`config.mk`:
```
export PLATFORM = sky130hd
export DESIGN_NAME = branch_predictor
export DESIGN_NICKNAME = d
export VERILOG_FILES = /design/src/logic/bp_pkg.sv /design/src/logic/branch_predictor.sv /design/src/logic/branch_target_buffer.sv /design/src/logic/local_history_table.sv /design/src/logic/pattern_history_table.sv /design/src/logic/perf_counter.sv /design/src/logic/prediction_stats.sv /design/src/logic/tournament_predictor.sv
export VERILOG_INCLUDE_DIRS = /design/src /design/src/logic
export SDC_FILE = /design/constraint.sdc
export NUM_CORES = 1
export LEC_CHECK = 0
export BUFFER_PORTS_ARGS = -buffer_cell sky130_fd_sc_hd__buf_2
export CAP_MARGIN = 10
export CORE_MARGIN = 3
export CORE_UTILIZATION = 45
export CTS_CLUSTER_DIAMETER = 40
export DETAILED_ROUTE_END_ITERATION = 7
export MAX_ROUTING_LAYER = met4
export PLACE_DENSITY = 0.6
export SYNTH_ARGS = -nofsm -noshare
export SYNTH_HDL_FRONTEND = slang
export SYNTH_HIERARCHICAL = 1
export SYNTH_SLANG_ARGS = --single-unit
```
`constraint.sdc`:
```
create_clock -name clk -period 7.4 [get_ports clk]
set_clock_uncertainty 0.1 [all_clocks]
set_input_delay 1.48 -clock clk [delete_from_list [all_inputs] [get_ports clk]]
set_output_delay 1.48 -clock clk [all_outputs]
set_load 0.03 [all_outputs]
```
`src/logic/bp_settings.svh`:
```
`ifndef BP_SETTINGS_SVH
`define BP_SETTINGS_SVH

// address and target width
`define BP_XLEN 32

// global and local history bits, also the direction table index width
`define BP_HISTORY_DEPTH 4

// local history table index, from pc bits above the low two
`define BP_BHT_INDEX 4

// chooser table index, same pc slice
`define BP_CHOOSER_INDEX 4

// btb index bits, tag is the pc bits above them
`define BP_BTB_INDEX 3

// statistics counter width, small enough to wrap in simulation
`define BP_PERF_WIDTH 8

`endif

```
`src/logic/bp_pkg.sv`:
```
`default_nettype none

`include "bp_settings.svh"

package bp_pkg;

    typedef logic [`BP_XLEN-1:0] word_t;

    typedef logic [`BP_HISTORY_DEPTH-1:0] history_t;

    typedef enum logic [1:0] {
        br   = 2'b00,
        jal  = 2'b01,
        jalr = 2'b10
    } cf_kind_t;

    // everything fetch learns about one pc
    typedef struct packed {
        logic     btb_hit;
        cf_kind_t kind;
        word_t    target;
        logic     taken;        // chosen direction
        logic     local_pr;
        logic     global_pr;
        history_t global_index; // ghr value seen at fetch
        history_t local_index;  // local history seen at fetch
        word_t    next_pc;
    } prediction_t;

    // resolved instruction, carries back its fetch prediction
    typedef struct packed {
        logic        valid;
        word_t       pc;
        cf_kind_t    kind;
        logic        taken;
        word_t       target;
        prediction_t pred;
    } resolve_t;

    typedef struct packed {
        logic [`BP_PERF_WIDTH-1:0] control_flow_count;
        logic                      control_flow_overflow;
        logic [`BP_PERF_WIDTH-1:0] correct_count;
        logic                      correct_overflow;
    } perf_stats_t;

endpackage

`default_nettype wire

```
`src/logic/branch_predictor.sv`:
```
`timescale 1ns/1ps
`default_nettype none

module branch_predictor (
    input  wire                     clk,
    input  wire                     reset,
    input  wire bp_pkg::word_t      fetch_pc,
    input  wire bp_pkg::resolve_t   resolve,
    output bp_pkg::prediction_t     prediction,
    output bp_pkg::perf_stats_t     stats
);

    logic             btb_hit;
    bp_pkg::cf_kind_t btb_kind;
    bp_pkg::word_t    btb_target;
    logic             taken;
    logic             local_pr;
    logic             global_pr;
    bp_pkg::history_t global_index;
    bp_pkg::history_t local_index;
    logic             redirect;

    branch_target_buffer btb (
        .clk(clk),
        .reset(reset),
        .read_pc(fetch_pc),
        .resolve(resolve),
        .hit(btb_hit),
        .kind(btb_kind),
        .target(btb_target)
    );

    tournament_predictor direction (
        .clk(clk),
        .reset(reset),
        .fetch_pc(fetch_pc),
        .resolve(resolve),
        .taken(taken),
        .local_pr(local_pr),
        .global_pr(global_pr),
        .global_index(global_index),
        .local_index(local_index)
    );

    prediction_stats stats_unit (
        .clk(clk),
        .reset(reset),
        .resolve(resolve),
        .stats(stats)
    );

    // jumps always redirect, branches only when predicted taken
    assign redirect = btb_hit && ((btb_kind == bp_pkg::jal)
                               || (btb_kind == bp_pkg::jalr)
                               || (btb_kind == bp_pkg::br && taken));

    always_comb begin
        prediction.btb_hit      = btb_hit;
        prediction.kind         = btb_kind;
        prediction.target       = btb_target;
        prediction.taken        = taken;
        prediction.local_pr     = local_pr;
        prediction.global_pr    = global_pr;
        prediction.global_index = global_index;
        prediction.local_index  = local_index;
        prediction.next_pc      = redirect ? btb_target
                                           : fetch_pc + bp_pkg::word_t'(4); // sequential fetch
    end

endmodule

`default_nettype wire

```
`src/logic/branch_target_buffer.sv`:
```
`timescale 1ns/1ps
`default_nettype none

`include "bp_settings.svh"

module branch_target_buffer (
    input  wire                   clk,
    input  wire                   reset,
    input  wire bp_pkg::word_t    read_pc,
    input  wire bp_pkg::resolve_t resolve,
    output logic                  hit,
    output bp_pkg::cf_kind_t      kind,
    output bp_pkg::word_t         target
);

    localparam int entries   = 2 ** `BP_BTB_INDEX;
    localparam int tag_width = `BP_XLEN - `BP_BTB_INDEX - 2;

    typedef struct packed {
        logic [tag_width-1:0] tag;
        bp_pkg::cf_kind_t     kind;
        bp_pkg::word_t        target;
    } btb_entry_t;

    logic [entries-1:0] valid;
    btb_entry_t         store [entries];

    logic [`BP_BTB_INDEX-1:0] rindex;
    logic [`BP_BTB_INDEX-1:0] windex;
    btb_entry_t               rentry;
    btb_entry_t               wentry;

    assign rindex = read_pc[`BP_BTB_INDEX+1:2];
    assign windex = resolve.pc[`BP_BTB_INDEX+1:2];
    assign rentry = store[rindex];

    always_comb begin
        wentry.tag    = resolve.pc[`BP_XLEN-1:`BP_BTB_INDEX+2];
        wentry.kind   = resolve.kind;
        wentry.target = resolve.target;
        if (resolve.kind == bp_pkg::jalr) begin
            wentry.target[0] = 1'b0; // jalr drops the low bit
        end
    end

    always_ff @(posedge clk) begin
        if (reset) begin
            valid <= '0;
        end else if (resolve.valid) begin
            valid[windex] <= 1'b1;
        end
    end

    always_ff @(posedge clk) begin
        if (resolve.valid) begin
            store[windex] <= wentry; // last writer wins the slot
        end
    end

    assign hit    = valid[rindex] && (rentry.tag == read_pc[`BP_XLEN-1:`BP_BTB_INDEX+2]);
    assign kind   = rentry.kind;
    assign target = rentry.target;

endmodule

`default_nettype wire

```
`src/logic/local_history_table.sv`:
```
`timescale 1ns/1ps
`default_nettype none

`include "bp_settings.svh"

module local_history_table (
    input  wire                     clk,
    input  wire                     reset,
    input  wire [`BP_BHT_INDEX-1:0] rindex,
    input  wire [`BP_BHT_INDEX-1:0] windex,
    input  wire                     load,
    input  wire                     in,
    output bp_pkg::history_t        out
);

    localparam int entries = 2 ** `BP_BHT_INDEX;

    bp_pkg::history_t histories [entries];

    // newest outcome enters at bit 0
    always_ff @(posedge clk) begin
        if (reset) begin
            for (int i = 0; i < entries; i++) begin
                histories[i] <= '0;
            end
        end else if (load) begin
            histories[windex] <= {histories[windex][`BP_HISTORY_DEPTH-2:0], in};
        end
    end

    assign out = histories[rindex];

endmodule

`default_nettype wire

```
`src/logic/pattern_history_table.sv`:
```
`timescale 1ns/1ps
`default_nettype none

module pattern_history_table #(
    parameter int index_width = 4
) (
    input  wire                   clk,
    input  wire                   reset,
    input  wire [index_width-1:0] rindex,
    input  wire [index_width-1:0] windex,
    input  wire                   increment,
    input  wire                   decrement,
    output logic                  out
);

    localparam int entries = 2 ** index_width;

    logic [1:0] counters [entries];
    logic [1:0] current;

    assign current = counters[windex];

    always_ff @(posedge clk) begin
        if (reset) begin
            for (int i = 0; i < entries; i++) begin
                counters[i] <= 2'b01; // weakly not taken
            end
        end else begin
            if (increment) begin
                if (current != 2'b11) begin
                    counters[windex] <= current + 2'd1;
                end
            end else if (decrement) begin
                if (current != 2'b00) begin
                    counters[windex] <= current - 2'd1;
                end
            end
        end
    end

    assign out = counters[rindex][1]; // upper bit is the prediction

endmodule

`default_nettype wire

```
`src/logic/perf_counter.sv`:
```
`timescale 1ns/1ps
`default_nettype none

module perf_counter #(
    parameter int width = 8
) (
    input  wire              clk,
    input  wire              reset,
    input  wire              count,
    output logic [width-1:0] value,
    output logic             overflow
);

    always_ff @(posedge clk) begin
        if (reset) begin
            value    <= '0;
            overflow <= 1'b0;
        end else if (count) begin
            value <= value + 1'b1; // wraps to zero past max
            if (&value) begin
                overflow <= 1'b1; // sticky until reset
            end
        end
    end

endmodule

`default_nettype wire

```
`src/logic/prediction_stats.sv`:
```
`timescale 1ns/1ps
`default_nettype none

`include "bp_settings.svh"

module prediction_stats (
    input  wire                   clk,
    input  wire                   reset,
    input  wire bp_pkg::resolve_t resolve,
    output bp_pkg::perf_stats_t   stats
);

    logic                      cf_event;
    logic                      correct_event;
    logic [`BP_PERF_WIDTH-1:0] cf_count;
    logic                      cf_overflow;
    logic [`BP_PERF_WIDTH-1:0] correct_count;
    logic                      correct_overflow;

    assign cf_event = resolve.valid; // every resolved br, jal, jalr

    // only conditional branches score direction accuracy
    assign correct_event = resolve.valid
                        && (resolve.kind == bp_pkg::br)
                        && (resolve.taken == resolve.pred.taken);

    perf_counter #(.width(`BP_PERF_WIDTH)) cf_counter (
        .clk(clk),
        .reset(reset),
        .count(cf_event),
        .value(cf_count),
        .overflow(cf_overflow)
    );

    perf_counter #(.width(`BP_PERF_WIDTH)) correct_counter (
        .clk(clk),
        .reset(reset),
        .count(correct_event),
        .value(correct_count),
        .overflow(correct_overflow)
    );

    always_comb begin
        stats.control_flow_count    = cf_count;
        stats.control_flow_overflow = cf_overflow;
        stats.correct_count         = correct_count;
        stats.correct_overflow      = correct_overflow;
    end

endmodule

`default_nettype wire

```
`src/logic/tournament_predictor.sv`:
```
`timescale 1ns/1ps
`default_nettype none

`include "bp_settings.svh"

module tournament_predictor (
    input  wire                   clk,
    input  wire                   reset,
    input  wire bp_pkg::word_t    fetch_pc,
    input  wire bp_pkg::resolve_t resolve,
    output logic                  taken,
    output logic                  local_pr,
    output logic                  global_pr,
    output bp_pkg::history_t      global_index,
    output bp_pkg::history_t      local_index
);

    bp_pkg::history_t ghr;
    bp_pkg::history_t bht_out;
    logic             use_global;
    logic             is_br;
    logic             pht_increment;
    logic             pht_decrement;
    logic             global_right;
    logic             local_right;
    logic             chooser_increment;
    logic             chooser_decrement;

    assign is_br         = resolve.valid && (resolve.kind == bp_pkg::br);
    assign pht_increment = is_br && resolve.taken;
    assign pht_decrement = is_br && !resolve.taken;

    // chooser trains only when the two predictors disagree on correctness
    assign global_right      = resolve.pred.global_pr == resolve.taken;
    assign local_right       = resolve.pred.local_pr == resolve.taken;
    assign chooser_increment = is_br && global_right && !local_right;
    assign chooser_decrement = is_br && local_right && !global_right;

    always_ff @(posedge clk) begin
        if (reset) begin
            ghr <= '0;
        end else if (is_br) begin
            ghr <= {ghr[`BP_HISTORY_DEPTH-2:0], resolve.taken}; // newest at bit 0
        end
    end

    pattern_history_table #(.index_width(`BP_HISTORY_DEPTH)) global_pht (
        .clk(clk),
        .reset(reset),
        .rindex(ghr),
        .windex(resolve.pred.global_index), // history used at fetch
        .increment(pht_increment),
        .decrement(pht_decrement),
        .out(global_pr)
    );

    local_history_table bht (
        .clk(clk),
        .reset(reset),
        .rindex(fetch_pc[`BP_BHT_INDEX+1:2]),
        .windex(resolve.pc[`BP_BHT_INDEX+1:2]),
        .load(is_br),
        .in(resolve.taken),
        .out(bht_out)
    );

    pattern_history_table #(.index_width(`BP_HISTORY_DEPTH)) local_pht (
        .clk(clk),
        .reset(reset),
        .rindex(bht_out),
        .windex(resolve.pred.local_index),
        .increment(pht_increment),
        .decrement(pht_decrement),
        .out(local_pr)
    );

    pattern_history_table #(.index_width(`BP_CHOOSER_INDEX)) chooser_pht (
        .clk(clk),
        .reset(reset),
        .rindex(fetch_pc[`BP_CHOOSER_INDEX+1:2]),
        .windex(resolve.pc[`BP_CHOOSER_INDEX+1:2]),
        .increment(chooser_increment),
        .decrement(chooser_decrement),
        .out(use_global)
    );

    assign taken        = use_global ? global_pr : local_pr; // 1 picks global
    assign global_index = ghr;
    assign local_index  = bht_out;

endmodule

`default_nettype wire

```
---- Yosys cells after proc, flatten, opt, wreduce, memory -nomap -nowiden ----
Memories as Yosys holds them, arrays and structs flattened. A register that Yosys moved wholly into a read port is not among the register bits.
Cells that the tools add are included.
storage, ports and cells
  bits in writable memories ............... 648
  register bits after elaboration ......... 30
  logic and storage cells ................. 123
  input bits .............................. 180
  output and inout port bits .............. 96
  memories kept ........................... 5
operators by class
  eq/ne operators ......................... 10
  $lt $le $gt $ge ......................... 3
  mux-type cells .......................... 58
  reductions and logical operators ........ 28
  add/subtract/negate cells ............... 9
  bitwise operators ....................... 4
memory list
  memory                          words  bits a word  rd ports  clocked after memory_dff  wr ports  line                         text
  btb.store                       8      61           1         0                         1         branch_target_buffer.sv:26   btb_entry_t store [entries];
  direction.bht.histories         16     4            2         0                         16        local_history_table.sv:18    bp_pkg::history_t histories [entries];
  direction.chooser_pht.counters  16     2            2         0                         16        pattern_history_table.sv:18  logic [1:0] counters [entries];
  direction.global_pht.counters   16     2            2         1                         16        pattern_history_table.sv:18
  direction.local_pht.counters    16     2            2         0                         16        pattern_history_table.sv:18
operators by type and width
  cell                   number
  $mux 1                 42
  $add 32x3->32 const B  1
  $mux 32                1
  $mux 4                 7
  $eq 27x27->1           1
  $reduce_and 9->1       2
  $add 8x1->8 const B    2
  $logic_and 1x1->1      12
  $mux 2                 6
  $lt 3x4->1 const B     2
  $or 8x8->8             1
  $add 2x1->2 const B    3
  $ne 2x2->1 const B     3
  $reduce_bool 2->1      3
  $reduce_or 2->1        3
  $sub 2x1->2 const B    3
  $eq 2x2->1 const B     2
  $logic_not 2->1        2
  $reduce_or 4->1        1
  $bmux 1 s3             1
  $demux 1 s3            1
  $eq 1x1->1             3
  $ge 3x1->1 const B     1
  $logic_not 1->1        3
  other kinds (3)        6

---- Logic depth before layout (Yosys ltp) ----
  depth after elaboration ................. 11
  depth in mapped cells ................... 15

---- Cells and area by module ----
The synthesis kept the hierarchy.
by module, submodules not included
  module                 cells each  area an instance (um2)  times used  sequential area each (um2)
  branch_target_buffer   863         19095.8                 1           14814.2
  pattern_history_table  185         2133.3                  3           960.9
  local_history_table    209         3119.2                  1           1921.8
  branch_predictor       192         1118.6                  1           0.0
  perf_counter           41          377.9                   2           180.2
  tournament_predictor   25          241.5                   1           80.1
  prediction_stats       4           38.8                    1           0.0

---- Worst setup path after synthesis ----
Ideal clock, no wire load.
  kind .................................... in2out
  from .................................... input fetch_pc[2]
  to ...................................... output prediction[10] in the netlist's numbering
  stages on the path ...................... 13
  buffers on the path ..................... 4
  path slack .............................. 0.321 ns
  arrival ................................. 5.499 ns
  data required time ...................... 5.820 ns
  cells stage by stage .................... buf_6 buf_12 mux4_1 nand3_1 nand3_1 mux4_2 mux4_2 mux2_2 a21o_1 and2_1 clkbuf_1 clkbuf_1 o21ai_0
RTL lines
  what                line                   text
  start: declaration  branch_predictor.sv:7  input wire bp_pkg::word_t fetch_pc,
  end: declaration    branch_predictor.sv:9  output bp_pkg::prediction_t prediction,

==> impl_metrics.env <==
export IMPL_run_status="complete, no violations"
export IMPL_met3_usage_grt_pct=3.55
export IMPL_post_route_cells_drive_above_1_share_pct=31.0
export IMPL_worst_slew_pin_transition_ns=1.01
export IMPL_vias=18100
export IMPL_initial_core_util_pct=45.7
export IMPL_cts_resized=0
export IMPL_setup_viol=0
export IMPL_hold_worst_slack_ns=0.355
export IMPL_reg2reg_setup_slack_ns=4.94
export IMPL_routedWlPerCell_um=24.0
export IMPL_cts_made_buffers=98
export IMPL_cp_end_kind="output port"
export IMPL_synth_top_area_cell="edfxtp_1"
export IMPL_synth_yosys_seq_area_share_pct=65.2
export IMPL_ys_async_sr_fraction_pct=0
export IMPL_cp_arrival_ns=5.45
export IMPL_synth_fp_nets=2114
export IMPL_clock_tree_buffer_depth=3
export IMPL_timing_setup_tns_ns=0
export IMPL_placement_setup_worst_slack_ns=0.358
export IMPL_route_detailed_drc=0
export IMPL_numClockSinks=678
export IMPL_post_cts_setup_buffers=0
export IMPL_first_pass_iters=5
export IMPL_timing_final_crit_period_ns=7.03
export IMPL_yosys_cell_count_top_type="edfxtp_1"
export IMPL_hold_path_class="register to register"
export IMPL_core_area_mm2=0.0674
export IMPL_yosys_top_cells_area="edfxtp_1, mux4_2, mux2i_1"
export IMPL_grt_busiest_layer="met2"
export IMPL_gpl_final_weighted_congestion=0.869
export IMPL_cts_root_buffer="clkbuf_16"
export IMPL_maxCapViolCount=0
export IMPL_grt_first_pass_wirelength_um=114000
export IMPL_cts_tree="built"
export IMPL_post_synth_inst_count=1930
export IMPL_synthFlopType="edfxtp_1"
export IMPL_slew_violations=0
export IMPL_ys_warn_count=6
export IMPL_cellLeakagePower_nw=12.2
export IMPL_clk_pin_slew_worst_paths_ns=0.05
export IMPL_startpoint_type="input pin"
export IMPL_worst_ep_required_time_ns=5.82
export IMPL_grt_usage_pct=21.7
export IMPL_postSynthAreaPerCell_um2=15.9
export IMPL_grt_use_met1_pct=27.8
export IMPL_vias_in_the_first_global_route=18500
export IMPL_post_route_cell_area_mm2=0.0361
export IMPL_grt_overflow_total=0
export IMPL_io_buffer_count=206
export IMPL_synth_edf_count=648
export IMPL_die_height_um=267
export IMPL_worst_skew_late_latency_ns=0.63
export IMPL_critPathMaxFanout=27
export IMPL_power_per_cell_area_mw_per_mm2=276
export IMPL_timing_hold_violations_final=0
export IMPL_die_area_mm2=0.0716
export IMPL_irDropWorstVdd_v=0.000145
export IMPL_worst_slack_ns=0.372
export IMPL_synth_cell_type_count=76
export IMPL_postSynthRegisterBits=678
export IMPL_fin_crit_sh_pct=95.0
export IMPL_synthTopCellsByCount="edfxtp_1, nand2_1, mux4_2"
export IMPL_viasPerCell=5.76
export IMPL_maximum_number_of_pins_on_one_net_before_global_route_repair=82
export IMPL_routed_wl_um=75200
export IMPL_antenna_violating_nets_post_route=0
export IMPL_grt_antenna_before_repair=11
export IMPL_rsz_0062_raised_after_global_routing="false"
export IMPL_placedInstanceArea_mm2=0.0326
export IMPL_nNetsFinal=2351
export IMPL_chipWidth_um=267
export IMPL_htree_levels=3
export IMPL_final_cell_count_no_fill=3134
export IMPL_maxClockFrequency_ghz=0.142
export IMPL_final_util_pct=53.6
export IMPL_numPlacedInstances=2940
export IMPL_synthDominantCellAreaShare_pct=63.2
export IMPL_placementRows=95
export IMPL_mapped_area_mm2=0.0308
export IMPL_drt_iter0_drc=1843
export IMPL_timing_slew_headroom_pct=32.9
export IMPL_hold_buf_count_cts=0
export IMPL_global_route_usage_met2_pct=35.8
export IMPL_post_layout_total_power_mw=9.98
export IMPL_post_dp_hpwl_um=47900
export IMPL_boundaryPins=276
export IMPL_area_growth_syn_to_layout_pct=17.4
export IMPL_path_class="input pin to output port"
power breakdown:
group | leakage, nW | total [mW] | internal [mW] | switching (mW)
combinational | 4.36 | 0.788 | 0.286 | 0.502
sequential | 6.12 | 4.37 | 4.34 | 0.0383
clock | 1.67 | 4.82 | 3.07 | 1.75
total | 12.2 | 9.98 | 7.69 | 2.29
path summary, 6_finish.rpt:
| path | cells after the start | to | from |
|---|---|---|---|
| max reg2reg | 5 | direction/chooser_pht/counters[4][0]$_SDFFCE_PN1P_ | direction/chooser_pht/counters[3][1]$_SDFFCE_PN0P_ |
| max | 13 | prediction[6] | fetch_pc[2] |
| min reg2reg | 2 | stats_unit/correct_counter/overflow$_SDFFE_PP0P_ | stats_unit/correct_counter/overflow$_SDFFE_PP0P_ |
| min | 2 | stats_unit/correct_counter/overflow$_SDFFE_PP0P_ | stats_unit/correct_counter/overflow$_SDFFE_PP0P_ |
worst max-delay path, cell delays in order:
cell,delay [ns]
buf_8,0.20
mux4_1,0.58
a22oi_1,0.24
nand3_1,0.13
buf_4,0.18
mux4_2,0.42
mux4_2,0.56
mux2_2,0.32
a21o_1,0.27
and2_1,0.32
buf_4,0.27
o21ai_0,0.20
buf_2,0.22
cells in the final DEF, fill, tap and decap left out, types with 14 or more instances in the layout:
master	netlist	layout
or2_2	16	16
mux2i_1	81	81
nand3_1	42	42
nand2_1	137	137
clkbuf_16	0	102
buf_4	16	35
nand2b_1	19	19
a21oi_1	63	63
nor3_2	19	21
dfxtp_1	30	30
o21a_1	36	36
buf_2	21	202
a31oi_1	14	14
bufinv_16	0	14
and2_1	67	67
nor2_1	130	124
edfxtp_1	648	648
mux2_2	55	55
and3_1	21	21
a22oi_1	24	24
nand4_1	17	17
xor2_1	32	32
mux4_1	14	14
mux4_2	133	133
o21ai_0	21	21
registers in the layout, summed over array words and instances (netlist names):
| register | count |
|---|---|
| btb/store | 488 |
| direction/bht/histories | 64 |
| direction/chooser_pht/counters | 32 |
| direction/global_pht/counters | 32 |
| direction/local_pht/counters | 32 |
| btb/valid | 8 |
| stats_unit/cf_counter/value | 8 |
| stats_unit/correct_counter/value | 8 |
| direction/global_index | 4 |
| stats_unit/cf_counter/overflow | 1 |
| stats_unit/correct_counter/overflow | 1 |
layer usage:
layer / wire length (µm) / share of wire [%]
met1: 31000 / 41
met2: 37900 / 50
met3: 4390 / 5.8
met5: 0 / 0
met4: 1840 / 2.5
kinds of logic after synthesis:
kind of cell               count (synthesis)  synth area share, %
xor gates and xnor gates                  48                 1.44
muxes                                    289                 15.9
and+or+nand+nor                          566                 10.1
buffers and inverters                    118                 2.15
AOI/OAI and AO/OA                        227                 5.07
adders and majority gates                  4                0.163
DFF                                      678                 65.2
cell type report:
class	instances	area, µm²
repair buffers	239	1310
clock buffers	117	2640
multi-input cells	1134	10100
well taps	873	1090
diodes	9	22.5
clock inverters	68	843
flip-flops and latches	678	20100
inverters	16	62.6
fillers	5458	31300
No activity file was read; power rests on OpenSTA's default activity.
